$ cat src/vga_timing_pkg.sv
// 640x480 timing constants, derived blanking bounds, counter and colour types
package vga_timing_pkg;

  // horizontal timing in pixel clocks, sync first then back porch
  localparam int SYNC_PULSE_HORZ  = 96;
  localparam int BACK_PORCH_HORZ  = 48;
  localparam int ACTIVE_COLS      = 640;
  localparam int FRONT_PORCH_HORZ = 16;

  // vertical timing in lines, same ordering
  localparam int SYNC_PULSE_VERT  = 2;
  localparam int BACK_PORCH_VERT  = 33;
  localparam int ACTIVE_ROWS      = 480;
  localparam int FRONT_PORCH_VERT = 10;

  // full line and frame, 800 clocks by 525 lines
  localparam int TOTAL_COLS = SYNC_PULSE_HORZ + BACK_PORCH_HORZ + ACTIVE_COLS + FRONT_PORCH_HORZ;
  localparam int TOTAL_ROWS = SYNC_PULSE_VERT + BACK_PORCH_VERT + ACTIVE_ROWS + FRONT_PORCH_VERT;

  // first and last visible column and row (144..783, 35..514)
  localparam int H_ACTIVE_START = SYNC_PULSE_HORZ + BACK_PORCH_HORZ;
  localparam int H_ACTIVE_LAST  = TOTAL_COLS - FRONT_PORCH_HORZ - 1;
  localparam int V_ACTIVE_START = SYNC_PULSE_VERT + BACK_PORCH_VERT;
  localparam int V_ACTIVE_LAST  = TOTAL_ROWS - FRONT_PORCH_VERT - 1;

  // 10 bits cover both 800 columns and 525 rows
  localparam int COUNT_W = 10;
  typedef logic [COUNT_W-1:0] count_t;

  // 4 bits per channel, 12-bit RGB overall
  localparam int COLOR_W = 4;
  typedef logic [COLOR_W-1:0] color_t;

  // eight equal colour bars across the visible line
  localparam int NUM_BARS = 8;
  localparam int BAR_W    = 3;
  localparam int BAR_COLS = ACTIVE_COLS / NUM_BARS;

endpackage

$ cat src/vga_sync_gen.sv
// free-running 800x525 column/row counters with registered horizontal and vertical sync
`timescale 1ns/100ps

module vga_sync_gen
  (
  input        i_Clk,
  input        i_rst_n,
  output logic o_hsync,
  output logic o_vsync
  );

  import vga_timing_pkg::*;

  // current position in the frame
  count_t r_col;
  count_t r_row;

  // position for the next clock
  count_t w_col_next;
  count_t w_row_next;

  // end of line and end of frame flags
  logic w_line_end;
  logic w_frame_end;

  assign w_line_end  = (r_col == count_t'(TOTAL_COLS - 1));
  assign w_frame_end = (r_row == count_t'(TOTAL_ROWS - 1));

  // next position, column wraps every 800 clocks and bumps the row
  always_comb
  begin
    w_col_next = r_col + 1'b1;
    w_row_next = r_row;
    if (w_line_end)
    begin
      w_col_next = '0;
      // row wraps after the last front porch line
      if (w_frame_end)
      begin
        w_row_next = '0;
      end
      else
      begin
        w_row_next = r_row + 1'b1;
      end
    end
  end

  // counters
  always_ff @(posedge i_Clk or negedge i_rst_n)
  begin
    if (!i_rst_n)
    begin
      r_col <= '0;
      r_row <= '0;
    end
    else
    begin
      r_col <= w_col_next;
      r_row <= w_row_next;
    end
  end

  // syncs decoded from the next position so the registered
  // outputs line up with r_col and r_row in the same clock
  always_ff @(posedge i_Clk or negedge i_rst_n)
  begin
    if (!i_rst_n)
    begin
      o_hsync <= 1'b0;
      o_vsync <= 1'b0;
    end
    else
    begin
      // hsync over columns 0..95
      o_hsync <= (w_col_next < count_t'(SYNC_PULSE_HORZ));
      // vsync over rows 0..1, full lines
      o_vsync <= (w_row_next < count_t'(SYNC_PULSE_VERT));
    end
  end

endmodule

$ cat src/sync_to_count.sv
// column/row recovery from hsync and vsync, with syncs re-timed to the counts
`timescale 1ns/100ps

module sync_to_count
  (
  input                          i_Clk,
  input                          i_rst_n,
  input                          i_hsync,
  input                          i_vsync,
  output logic                   o_hsync,
  output logic                   o_vsync,
  output vga_timing_pkg::count_t o_col,
  output vga_timing_pkg::count_t o_row
  );

  import vga_timing_pkg::*;

  // one clock copies of the incoming syncs
  logic r_hsync;
  logic r_vsync;

  // recovered position
  count_t r_col;
  count_t r_row;

  // vsync rising edge marks column 0 row 0
  logic w_frame_start;

  // wrap points
  logic w_line_end;
  logic w_frame_end;

  assign w_frame_start = i_vsync & ~r_vsync;
  assign w_line_end    = (r_col == count_t'(TOTAL_COLS - 1));
  assign w_frame_end   = (r_row == count_t'(TOTAL_ROWS - 1));

  // sync delay, keeps the syncs in step with the counts below
  always_ff @(posedge i_Clk or negedge i_rst_n)
  begin
    if (!i_rst_n)
    begin
      r_hsync <= 1'b0;
      r_vsync <= 1'b0;
    end
    else
    begin
      r_hsync <= i_hsync;
      r_vsync <= i_vsync;
    end
  end

  // counts restart on the frame edge, otherwise free-run with wrap
  always_ff @(posedge i_Clk or negedge i_rst_n)
  begin
    if (!i_rst_n)
    begin
      r_col <= '0;
      r_row <= '0;
    end
    else if (w_frame_start)
    begin
      r_col <= '0;
      r_row <= '0;
    end
    else if (w_line_end)
    begin
      r_col <= '0;
      // row follows the column wrap
      if (w_frame_end)
      begin
        r_row <= '0;
      end
      else
      begin
        r_row <= r_row + 1'b1;
      end
    end
    else
    begin
      r_col <= r_col + 1'b1;
    end
  end

  assign o_hsync = r_hsync;
  assign o_vsync = r_vsync;
  assign o_col   = r_col;
  assign o_row   = r_row;

endmodule

$ cat src/sync_to_blanking.sv
// horizontal and vertical blanking decode from recovered column and row counts
`timescale 1ns/100ps

module sync_to_blanking
  (
  input  vga_timing_pkg::count_t i_col,
  input  vga_timing_pkg::count_t i_row,
  output logic                   o_hblank,
  output logic                   o_vblank
  );

  import vga_timing_pkg::*;

  // sides of each blanking window
  logic w_h_lead;
  logic w_h_trail;
  logic w_v_lead;
  logic w_v_trail;

  // sync pulse plus back porch sits at the start of the line
  assign w_h_lead  = (i_col < count_t'(H_ACTIVE_START));
  // front porch closes the line
  assign w_h_trail = (i_col > count_t'(H_ACTIVE_LAST));

  // same layout vertically, in lines
  assign w_v_lead  = (i_row < count_t'(V_ACTIVE_START));
  assign w_v_trail = (i_row > count_t'(V_ACTIVE_LAST));

  // blank outside 144..783 and 35..514
  // purely combinational, no added latency
  always_comb
  begin
    o_hblank = w_h_lead | w_h_trail;
    o_vblank = w_v_lead | w_v_trail;
  end

endmodule

$ cat src/vga_test_pattern.sv
// eight-bar colour pattern with blanking forced to black and matched sync/blank delay
`timescale 1ns/100ps

module vga_test_pattern
  (
  input                          i_Clk,
  input                          i_rst_n,
  input  vga_timing_pkg::count_t i_col,
  input                          i_hblank,
  input                          i_vblank,
  input                          i_hsync,
  input                          i_vsync,
  output logic                   o_hsync,
  output logic                   o_vsync,
  output logic                   o_hblank,
  output logic                   o_vblank,
  output vga_timing_pkg::color_t o_red,
  output vga_timing_pkg::color_t o_grn,
  output vga_timing_pkg::color_t o_blu
  );

  import vga_timing_pkg::*;

  // column relative to the first visible pixel
  count_t w_vis_col;

  // bar index 0..7
  logic [BAR_W-1:0] w_bar;

  // either blank forces black
  logic w_blank;

  assign w_vis_col = i_col - count_t'(H_ACTIVE_START);
  // wraps during the leading blank, harmless since the pixel is black there
  assign w_bar     = BAR_W'(w_vis_col / count_t'(BAR_COLS));
  assign w_blank   = i_hblank | i_vblank;

  // one register stage for video and the timing that goes with it
  always_ff @(posedge i_Clk or negedge i_rst_n)
  begin
    if (!i_rst_n)
    begin
      o_hsync  <= 1'b0;
      o_vsync  <= 1'b0;
      o_hblank <= 1'b1;
      o_vblank <= 1'b1;
      o_red    <= '0;
      o_grn    <= '0;
      o_blu    <= '0;
    end
    else
    begin
      o_hsync  <= i_hsync;
      o_vsync  <= i_vsync;
      o_hblank <= i_hblank;
      o_vblank <= i_vblank;
      if (w_blank)
      begin
        o_red <= '0;
        o_grn <= '0;
        o_blu <= '0;
      end
      else
      begin
        // bit 2 red, bit 1 green, bit 0 blue, each at full scale
        o_red <= {COLOR_W{w_bar[2]}};
        o_grn <= {COLOR_W{w_bar[1]}};
        o_blu <= {COLOR_W{w_bar[0]}};
      end
    end
  end

endmodule

$ cat src/vga_blank_top.sv
// top level chaining sync generator, count recovery, blanking decode and bar pattern
`timescale 1ns/100ps

module vga_blank_top
  (
  input                          i_Clk,
  input                          i_rst_n,
  output                         o_hsync,
  output                         o_vsync,
  output                         o_hblank,
  output                         o_vblank,
  output vga_timing_pkg::color_t o_red,
  output vga_timing_pkg::color_t o_grn,
  output vga_timing_pkg::color_t o_blu
  );

  import vga_timing_pkg::*;

  // raw syncs from the generator
  logic w_gen_hsync;
  logic w_gen_vsync;

  // syncs and position after recovery, all aligned
  logic   w_hsync;
  logic   w_vsync;
  count_t w_col;
  count_t w_row;

  // blanking for the recovered position
  logic w_hblank;
  logic w_vblank;

  vga_sync_gen i_vga_sync_gen (
    .i_Clk   (i_Clk),
    .i_rst_n (i_rst_n),
    .o_hsync (w_gen_hsync),
    .o_vsync (w_gen_vsync)
  );

  // count recovery sees only the syncs, as a display would
  sync_to_count i_sync_to_count (
    .i_Clk   (i_Clk),
    .i_rst_n (i_rst_n),
    .i_hsync (w_gen_hsync),
    .i_vsync (w_gen_vsync),
    .o_hsync (w_hsync),
    .o_vsync (w_vsync),
    .o_col   (w_col),
    .o_row   (w_row)
  );

  sync_to_blanking i_sync_to_blanking (
    .i_col    (w_col),
    .i_row    (w_row),
    .o_hblank (w_hblank),
    .o_vblank (w_vblank)
  );

  // final stage, all outputs leave together one clock later
  vga_test_pattern i_vga_test_pattern (
    .i_Clk    (i_Clk),
    .i_rst_n  (i_rst_n),
    .i_col    (w_col),
    .i_hblank (w_hblank),
    .i_vblank (w_vblank),
    .i_hsync  (w_hsync),
    .i_vsync  (w_vsync),
    .o_hsync  (o_hsync),
    .o_vsync  (o_vsync),
    .o_hblank (o_hblank),
    .o_vblank (o_vblank),
    .o_red    (o_red),
    .o_grn    (o_grn),
    .o_blu    (o_blu)
  );

endmodule

$ cat config.mk
export PLATFORM = sky130hd
export DESIGN_NAME = vga_blank_top
export DESIGN_NICKNAME = d
export VERILOG_FILES = /design/src/vga_timing_pkg.sv /design/src/vga_sync_gen.sv /design/src/sync_to_count.sv /design/src/sync_to_blanking.sv /design/src/vga_test_pattern.sv /design/src/vga_blank_top.sv
export SDC_FILE = /design/constraint.sdc
export NUM_CORES = 1
export LEC_CHECK = 0
export ABC_AREA = 1
export BUFFER_PORTS_ARGS = -buffer_cell sky130_fd_sc_hd__buf_2
export CAP_MARGIN = 20
export CORE_MARGIN = 2
export CORE_UTILIZATION = 60
export CTS_CLUSTER_SIZE = 16
export DETAILED_ROUTE_END_ITERATION = 6
export GPL_ROUTABILITY_DRIVEN = 0
export GPL_TIMING_DRIVEN = 0
export HOLD_SLACK_MARGIN = 0.12
export PLACE_DENSITY_LB_ADDON = 0.15
export SLEW_MARGIN = 20
export SYNTH_ARGS = -nofsm -noshare
export SYNTH_HDL_FRONTEND = slang
export SYNTH_SLANG_ARGS = --single-unit
$ cat constraint.sdc
create_clock -name i_Clk -period 4.3 [get_ports i_Clk]
set_input_delay 0.645 -clock i_Clk [delete_from_list [all_inputs] [get_ports i_Clk]]
set_output_delay 0.645 -clock i_Clk [all_outputs]
set_load 0.1 [all_outputs]
After elaboration in Yosys (flattened, before gate mapping)
Cells that the tools add are included.

Add/sub/neg operators: 5. Divide/modulo/power cells: 1. Magnitude comparators: 6. Eq/ne operators: 4. Multiplexer cells: 11. Bitwise logic cells: 5. Reductions and logical operators: 1.

Operators with widths (count): $mux W10 (8); $add A10 B1 Y10 const B (4); $eq A10 B10 Y1 const B (4); $gt A10 B10 Y1 const B (2); $mux W4 (3); $div A10 B7 Y10 const B (1); $lt A10 B2 Y1 const B (1); $lt A10 B6 Y1 const B (1); $lt A10 B7 Y1 const B (1); $lt A10 B8 Y1 const B (1); $sub A10 B8 Y10 const B (1); $or A1 B1 Y1 (3); $reduce_bool A2 Y1 (1); $and A1 B1 Y1 (1); $not A1 Y1 (1).

Register bits: 60. Output and inout port bits: 16. Word-level logic and storage cells: 48.

Logic depth before layout (Yosys ltp)
Gate-level depths: netlist of the first run.

Depth after elaboration: 4. Mapped depth: 20. Depth with buffers taken out: 20.

Hierarchy
From an unflattened synthesis of the first run, not the netlist that was laid out.

Cell total of the unflattened synthesis: 429. Area total of the unflattened synthesis: 3206.8 sq um.

By module, submodules not included: vga_sync_gen (times used 1, cells each 174, area an instance 1272.5 sq um); sync_to_count (times used 1, cells each 152, area an instance 1241.2 sq um); vga_test_pattern (times used 1, cells each 75, area an instance 565.5 sq um); sync_to_blanking (times used 1, cells each 28, area an instance 127.6 sq um).

Worst setup path before layout of the first run
OpenSTA, ideal clock, no wires.

Kind: reg2out. Start: register, netlist name i_vga_test_pattern.o_blu[2]. End: output port o_blu[1]. Arrival: 1.357 ns. Data required time: 3.655 ns. Slack: 2.298 ns. Stages on the path, launching flop included: 2. Cell sequence: dfrtp_1 buf_4.

RTL lines: to (decl) (RTL line vga_blank_top.sv:14) `output vga_timing_pkg::color_t o_blu`.

Worst setup path in the final report of the first run
Start: register i_sync_to_count.r_col[0], in the netlist i_sync_to_count.o_col[0]. End: register i_sync_to_count.r_row[8], in the netlist i_sync_to_count.o_row[8].

Word-level cells in the longest chain between the ends: 2.

Ends and longest elaborated chain: from (decl) (RTL line sync_to_count.sv:23) `count_t r_col;`; from (signal assigned) (RTL line sync_to_count.sv:80) `r_col <= r_col + 1'b1;`; $eq A10 B10 Y1 (RTL line sync_to_count.sv:34) `assign w_line_end = (r_col == count_t'(TOTAL_COLS - 1));`; $reduce_bool A2 Y1 (no line); to (signal assigned) (RTL line sync_to_count.sv:75) `r_row <= r_row + 1'b1;`; to (decl) (RTL line sync_to_count.sv:24) `count_t r_row;`.

Every way passes these cells. A chain may end at the register's enable or synchronous reset.

==> run summary, run 1 <==
The worst reg2reg path endpoint is i_sync_to_count.o_row[8]. The run gives 0.000596 W as the internal portion of total power. For this run, the detailed router's first-pass iteration total came to 4. The number of max-slew violations in the final report was 0; the number of enable-type register cells in the synthesized netlist was 0. Number of warning messages in the yosys log: 0. The synthesized netlist occupies a cell area of 2920 µm².

The die extent in y came out at 73.8 µm. The worst max-slew margin expressed relative to the limit was 0.594; the power per cell area was 242 nW/µm². Setup violations remaining at the end of the flow were counted as 0. The finished cells cover 3190 µm². The tools report the number of failing hold endpoints at the final stage as 0. The path class of the tightest hold or removal check is input port to asynchronous set/reset pin. Setup repair after global routing left no endpoint under its margin. The ratio of final minimum period to clock period was 0.501. The effective utilization at floorplan was 0.619. The via count came out at 2296. For this design, the sink count on the clock tree is 51.

In this run the worst path has a maximum fanout of 9. In this run, the number of DRC markers left after iteration 0 of detailed routing was 177. The dominant cell type by area after synthesis was dfrtp_1.

Once detail routing completed, the nets flagged for antenna violations numbered 0. Buffers inserted to repair hold after CTS numbered 0. The tools report the portion of total power attributed to sequential cells as 0.620. In the routed design, unresolved DRC markers number 0. The latest clock arrival within the worst-skew pair came out at 0.31 ns. The top cell type's share of synthesized area came out at 0.419. The tools report the maximum count of clock buffers along a single path as 2.

Once placement finished, the instance area stood at 3090 µm². The register bit total from synthesis is 51. In the post-route analysis, the smallest setup slack over all paths is 2.14 ns. STA classifies the critical path endpoint as a flop.

Data on the critical path is required at its endpoint by 4.52 ns. Clock-pin slew was measured on the worst setup and hold paths at 0.10 ns. Detailed placement ended at an HPWL of 3.73 mm. After detailed routing, the average wire length per cell comes to 10.9 µm. The per-cell via count in the routed design is 5.00. The final cell count without fillers was 459. The tools report the net total in the final layout as 405. Total die area: 5450 µm². The leakage component of the power came out at 1.66 nW. The run finished with clean final reports. The share of post-route cells with drive strength above 1 is 0.179.

In this run the count of I/O pins placed on the die edge is 18. The count of port buffers added during placement works out to 17. In this run the power spent charging and discharging nets is 0.000176 W. The number of placed instances, taps included is 451.

By startpoint and endpoint, the worst setup path is classified as flop to flop. For the worst setup path, the data arrival time is 2.38 ns. The H-tree generated during clock tree synthesis spans 2 levels.

The tool flagged a number of max-cap violations equal to 0. Synthesis produced 367 cells. Post-CTS repair changed the size of 0 cells. Counting I/O delays and the setup requirement, the final critical path takes 2.16 ns. The floorplan has 25 rows. Compared with the post-synthesis result, the final layout area differs by 9.07%. The post-synthesis average cell area is 7.97 µm². The number of different library cells used by synthesis comes to 37.

Measured along the x axis, the die boundary spans 73.8 µm. For the core area, the log shows 4720 µm². After synthesis, the cell types taking the most area are dfrtp_1, inv_1, nand2_1. TritonCTS built the clock tree.

For the total of fill cells in the finished design, the log shows 398. The tools report the worst hold margin as 0.332 ns. Switching power share of the total: 0.228. The total CTS buffers came out at 5. The fraction of registers with async set/reset was 1.00; the initial antenna violation count was 0. The all-layer global routing usage was 0.212. The sequential share of the synthesized area is 0.437. The first global-routing pass estimated 9.09 mm of wire. The power share of the clock group is 0.368. At the placement stage, the worst setup path has a slack of 2.10 ns. Timing would allow up to 0.464 GHz. Worst clock skew on the final layout: 0.00643 ns.

Across all register-to-register paths, the minimum setup slack is 2.14 ns. In this run the critical register-to-register path is launched from i_sync_to_count.o_col[0]. The root buffer cell chosen for the clock tree is clkbuf_8. The run gives 0 as the antenna diode instance count.

The buffers inserted during post-CTS setup optimization is 0. Maximum number of pins on one net before global-route repair: 52. The slew of the pin with the lowest slew margin was 0.609 ns; the maximum vdd drop was 220 µV. The type of origin of the critical path was a flop. In the layout the commonest cells are inv_1, nand2_1, dfrtp_1, nor2_1, nand3_1.

The via count of the first global-routing pass was 2233. Among all flip-flop cells after synthesis, the most frequent one is dfrtp_1. For the final routed database, the setup TNS stands at 0 ns.

For the synthesized netlist net count, the log shows 381. Leaving out fill and tap cells, the most frequent cell in the layout is inv_1. Path depth of the worst reg2reg path: 10. After detailed routing, the total wire length is 4.99 mm. The relative contribution of combinational cells to total power came out at 0.012. For this run the aggregate overflow at the end of global routing stands at 0.
## power groups by stage
stage               Combinational [W]  Clock (W)  Sequential, W
floorplan              0.000000000901          0       0.000489
global placement           0.00000972          0       0.000489
detailed placement         0.00000985          0       0.000489
CTS                        0.00000976   0.000292       0.000479
global route                0.0000115   0.000308       0.000479
finish                     0.00000904   0.000285       0.000479
## sequential cells by signal, summed over array words and instances (netlist names)
register and flops:
i_vga_test_pattern.o_red 1, i_vga_sync_gen.r_col 10, i_sync_to_count.o_row 10, i_vga_test_pattern.o_hsync 1, i_vga_sync_gen.o_hsync 1, i_sync_to_count.o_hsync 1
i_sync_to_count.o_col 10, i_vga_sync_gen.r_row 10, i_vga_sync_gen.o_vsync 1, i_sync_to_count.o_vsync 1, i_vga_test_pattern.o_grn 1, i_vga_test_pattern.o_blu 1
i_vga_test_pattern.o_hblank 1, i_vga_test_pattern.o_vsync 1, i_vga_test_pattern.o_vblank 1
## area by class of cell
class / count / area [µm²] / area share
plain buffers: 12 / 91.3 / 0.0286
clock buffers: 5 / 68.8 / 0.0216
clock inverters: 3 / 25.0 / 0.00785
inverters: 73 / 275 / 0.0863
multi-input cells: 231 / 1280 / 0.401
flip-flops and latches: 51 / 1280 / 0.401
well taps: 67 / 83.8 / 0.0263
repair buffers: 17 / 87.6 / 0.0275
## per-stage QoR
| stage | utilization | power (W) |
|---|---|---|
| floorplan | - | 0.000489 |
| detailed placement | 0.655 | 0.000499 |
| CTS | 0.675 | 0.000781 |
| global placement | 0.655 | 0.000498 |
| global route | 0.675 | 0.000799 |
| finish | 0.675 | 0.000773 |
## how the worst max path moves through the flow
stage                                     start                     endpoint  slack, ns  cells after the start
floorplan           i_vga_test_pattern.o_blu[2]                     o_blu[1]       2.30                      1
global placement       i_sync_to_count.o_col[0]     i_sync_to_count.o_row[7]       2.12                      9
detailed placement     i_sync_to_count.o_col[0]     i_sync_to_count.o_row[7]       2.10                      9
CTS                    i_sync_to_count.o_col[0]     i_sync_to_count.o_row[7]       2.08                      9
global route           i_sync_to_count.o_col[4]  i_vga_test_pattern.o_blu[2]       1.84                     19
finish                 i_sync_to_count.o_col[0]     i_sync_to_count.o_row[8]       2.14                     10
## per-layer routing
layer / track usage / vias to the layer above / wire length [µm]
met5: 0 / - / 0
met4: 0.0586 / 0 / 65
met3: 0.0412 / 6 / 166
met2: 0.363 / 42 / 2440
met1: 0.272 / 1044 / 2320
li1: - / 1204 / -
## logic make-up after synthesis
logic type               Yosys count  share of synthesized area
AO/OA/AOI/OAI                     42                     0.0813
adder cells (fa/ha/maj)           12                     0.0513
flip-flops                        51                      0.437
XOR/XNOR                           7                     0.0210
buffers and inverters             85                      0.125
AND/OR/NAND/NOR                  170                      0.284
## critical path, cell delays in order, from the launching register on
cell and delay (ns):
dfrtp_1 0.42, ha_1 0.23, nand2_1 0.07, nor2_1 0.08, nand4_1 0.08, inv_1 0.07
nor2_1 0.45, nor2_1 0.24, inv_1 0.14, o21ai_0 0.09, a311oi_1 0.19
## synth_stat cells, types with 2 or more instances
library cell,number
inv_1,68
nand2_1,59
dfrtp_1,49
nor2_1,32
nand3_1,21
nor3_1,17
a21oi_1,16
o21ai_0,15
ha_1,12
buf_4,10
nand2_2,9
nand4_1,9
nor4_1,7
xor2_1,6
inv_2,4
nand3_2,3
nor2_2,3
or2_2,3
a21oi_2,2
dfstp_2,2
nand2_4,2
nor3_2,2
o22ai_1,2
Note: power is estimated with default switching activity, not from simulation.
==> inputs of run 2 (changes only) <==
--- a/config.mk
+++ b/config.mk
@@ -5,7 +5,7 @@
 export SDC_FILE = /design/constraint.sdc
 export NUM_CORES = 1
 export LEC_CHECK = 0
-export ABC_AREA = 1
+export ABC_AREA = 0
 export BUFFER_PORTS_ARGS = -buffer_cell sky130_fd_sc_hd__buf_2
 export CAP_MARGIN = 20
 export CORE_MARGIN = 2
==> constraint.sdc (replaced) <==
create_clock -name i_Clk -period 2 [get_ports i_Clk]
set_input_delay 0.3 -clock i_Clk [delete_from_list [all_inputs] [get_ports i_Clk]]
set_output_delay 0.3 -clock i_Clk [all_outputs]
set_load 0.1 [all_outputs]
==> run 2 against run 1 <==
  * The flow now finishes with violations (setup timing)
  * Critical path depth shrank 2
  * Die area grew 4.1%
  * Global-route usage grew 2.3 points
  * Total power grew 110%
  * Area after synthesis grew 4.4%
  * Clock skew grew 0.0041 ns
  * Worst hold slack gained 0.027 ns
  * Sequential power grew 120%
  * Worst setup slack lost 2.2 ns
  * Register-to-register slack lost 2.2 ns
  * Via count grew 11%
  * Clock-buffer cell count grew 1
  * Largest cell class is now multi-input combinational cells
==> run summary, run 2 <==
The run finished, with violations left. The checks that failed: setup timing. The number of warning messages in the yosys log was 0 (unchanged). The tools report the detailed-routing iteration count for the pre-antenna-repair pass as 7 (+3).

For the total of endpoints with negative setup slack in the final report, the log shows 1 (+1). The post-synth design cell area was 3050 µm² (+4.4%); the post-synthesis average cell area was 9.45 µm² (+19%). The power per cell area was 459 nW/µm² (+90%); the number of levels in the clock H-tree was 2 (unchanged).

The slew of the pin with the lowest slew margin works out to 0.633 ns (+0.0246 ns). The setup slack at placement was -0.202 ns (-2.31 ns); the synthesized netlist net count was 337 (-12%). The final critical path time including I/O delays and setup was 2.04 ns (-0.114 ns).

Setup slack after layout: -0.0409 ns (-2.19 ns). The logs give 0 (unchanged) for the DRC violations left and 1.56 nW (-6.1%) for the leakage component of the power. For the number of DRC markers after the initial detailed-route iteration, the log shows 214 (+21%). Leaving out fill and tap cells, the most frequent cell in the layout is dfrtp_1. The run gives 4.00 mm (+7.2%) as the half-perimeter wire length of the detailed placement result. Final global-route overflow total: 0 (unchanged).

The most frequent cell after synthesis is dfrtp_1. The logs give 0 (unchanged) for the final antenna-violating net count and 25 (unchanged) for the number of rows in the core area. TritonCTS built the clock tree. The path class of the tightest hold or removal check is flop to flop.

Clock transition time at the flip-flop clock pins of the worst setup and hold paths: 0.09 ns (about the same). The top achievable clock speed is 0.490 GHz (+5.6%), and the met3 usage is 0.0503 (+0.00911). The via count of the first global-routing pass was 2352 (+5.3%).

The tools report the type of origin of the critical path as a flop. By area the synthesized netlist is led by dfrtp_1, xnor2_1, ha_1. The count of port buffers added during placement was 17 (unchanged). Setup repair after global routing could not meet its margin everywhere. Leaving out fill and tap cells, the most frequent cells in the layout are dfrtp_1, nor2_1, buf_4, o21ai_0, buf_2. For the data arrival time of the critical path, the log shows 2.20 ns (-0.18 ns). For the number of top-level pins, the log shows 18 (unchanged). The maximum vdd drop was 437 µV (+99%). The maximum number of pins on one net before global-route repair is 52 (unchanged).

The setup path with the least slack is of type flop to flop. The dominant cell type by area after synthesis is dfrtp_1. The highest net fanout along the worst path was 6 (-3). For the number of maximum-capacitance violations, the log shows 0 (unchanged). Number of enable-type register cells in the synthesized netlist: 0 (unchanged). The effective utilization at floorplan was 0.634 (+0.0144); the synthesis-to-finish area growth was 16.7%. The logs give 51 (unchanged) for the clock sink count and 0 (unchanged) for the number of max-slew violations in the final report. The routed length per placed instance was 14.9 µm (+37%).

The register bit total from synthesis is 51 (unchanged). Path depth of the worst reg2reg path: 8 (-2). The run gives 0.30 ns (about the same) as the latest clock arrival within the worst-skew pair. The root buffer cell chosen for the clock tree is clkbuf_8. For the maximum count of clock buffers along a single path, the log shows 2 (unchanged).

The tools report the number of failing hold endpoints at the final stage as 0 (unchanged). The peak-usage layer in the global routing report is met2. Core area: 4820 µm² (+2.0%). The sum of routed wire length over all layers is 6.32 mm (+27%), and the initial antenna violation count is 0 (unchanged).

The width of the die is 75.3 µm (+2.0%), and the ratio of final minimum period to clock period is 1.02 (+0.519). The met1 track demand over resource in global routing came out at 0.292 (+0.0202). The tools report the wire length of the first global-routing pass as 10.2 mm (+12%). The die extent in y is 75.3 µm (+2.0%). The tools report the total die area as 5670 µm² (+4.1%).

The net total in the final layout is 371 (-8.4%), and the count of cells along the worst hold path is 0. The post-synthesis cell type count came out at 60 (+62%). Total CTS buffers: 5 (unchanged). Worst clock skew on the final layout: 0.0105 ns (+0.00410 ns). The share of post-route cells with drive strength above 1 was 0.235 (+0.0561); the gate count after technology mapping was 323 (-12%). The top cell type's share of synthesized area came out at 0.402 (-0.0175).

The type of element capturing the critical path was a flop. In this run the critical register-to-register path is launched from i_sync_to_count.o_col[4]. The run gives 0.739 (+0.0640) as the final core utilization. The logs give 0.234 (+0.0228) for the all-layer global routing usage and 2.16 ns (-2.36 ns) for the required time at the worst-slack endpoint.

The worst hold path terminates at i_sync_to_count.o_hsync. The fraction of registers with async set/reset was 1.00 (unchanged); the global-route met2 utilization was 0.395 (+0.0321). The tools report the worst max-slew margin expressed relative to the limit as 0.578 (-0.0164).

The per-cell via count in the routed design was 6.00 (+20%); the via count was 2548 (+11%). In this run the most critical hold path is launched from i_vga_sync_gen.o_hsync. The antenna diode instance count came out at 0 (unchanged). For the internal reg-to-reg setup slack, the log shows -0.04 ns (-2.19 ns).

After synthesis, the most frequently instantiated cells are dfrtp_1, nor2_1, o21ai_0. The worst reg2reg path endpoint is i_vga_test_pattern.o_blu[2]. For the sequential share of the synthesized area, the log shows 0.419 (-0.0183).

The prevailing post-synth register cell is dfrtp_1.
-- run 2: worst max-delay path, cell delays in order, from the launching register on --
cell	delay, ns
dfrtp_1	0.37
buf_6	0.15
inv_6	0.04
ha_4	0.19
nor4bb_1	0.38
a221o_1	0.27
nor4b_2	0.07
o21bai_1	0.24
a41oi_2	0.17
-- run 2: power by group --
group	switching (W)	internal, W	leakage (nW)
combinational	0.0000192	0.00000257	0.887
sequential	0	0.00103	0.633
clock	0.000338	0.000245	0.0412
-- run 2: per-layer routing --
| metal | vias to the layer above | routed length, µm |
|---|---|---|
| met2 | 78 | 3120 |
| met3 | 25 | 321 |
| met5 | - | 0 |
| li1 | 1212 | - |
| met1 | 1233 | 2690 |
| met4 | 0 | 180 |
-- run 2: kinds of logic (layout without fill, tap and decap cells) --
logic type / after synthesis / after routing / share of synthesized area
simple gates: 128 / 128 / 0.225
mux: 4 / 4 / 0.0135
flops: 51 / 51 / 0.419
xor+xnor: 26 / 26 / 0.0746
compound gates: 68 / 68 / 0.160
buf+inv: 34 / 69 / 0.0590
fa+ha+maj: 12 / 12 / 0.0492
-- run 2: timing repair --
action,4_1_cts,5_1_grt
resized for setup,9,30
hold endpoints to repair,49,0
setup endpoints to repair,9,15
pin swaps,2,12
setup buffers,2,9
cloned,0,0
hold buffers,1,0
-- run 2: stage by stage --
step | hold slack [ns] | cells | setup TNS [ns] | cell area, µm² | power, W
2_1_floorplan | 0.00441 | 323 | 0 | 3050 | 0.00105
3_3_place_gp | 0.334 | 407 | -0.207 | 3220 | 0.00107
3_5_place_dp | 0.336 | 407 | -0.287 | 3230 | 0.00107
4_1_cts | 0.356 | 418 | 0 | 3380 | 0.00166
5_1_grt | 0.374 | 425 | -0.188 | 3560 | 0.00171
6_report | 0.358 | 425 | -0.0409 | 3560 | 0.00164
-- run 2: layout make-up --
cell class                 count  area [µm²]
sequential                    51        1280
inverter                      12        52.6
tap                           67        83.8
fill                         365        1260
timing repair buffer          29         184
clock buffer                   6        72.6
buffer                        20         140
clock inverter                 2        12.5
multi-input combinational    238        1730
-- run 2: worst max-delay path by stage --
| stage | startpoint | to | slack [ns] | cells after the start |
|---|---|---|---|---|
| floorplan | i_sync_to_count.o_col[4] | i_vga_test_pattern.o_blu[2] | 0.01 | 8 |
| global placement | i_sync_to_count.o_col[4] | i_vga_test_pattern.o_blu[2] | -0.18 | 8 |
| detailed placement | i_sync_to_count.o_col[4] | i_vga_test_pattern.o_blu[2] | -0.20 | 8 |
| CTS | i_sync_to_count.o_col[0] | i_sync_to_count.o_row[5] | 0.002 | 8 |
| global route | i_sync_to_count.o_col[4] | i_vga_test_pattern.o_blu[2] | -0.10 | 8 |
| finish | i_sync_to_count.o_col[4] | i_vga_test_pattern.o_blu[2] | -0.04 | 8 |
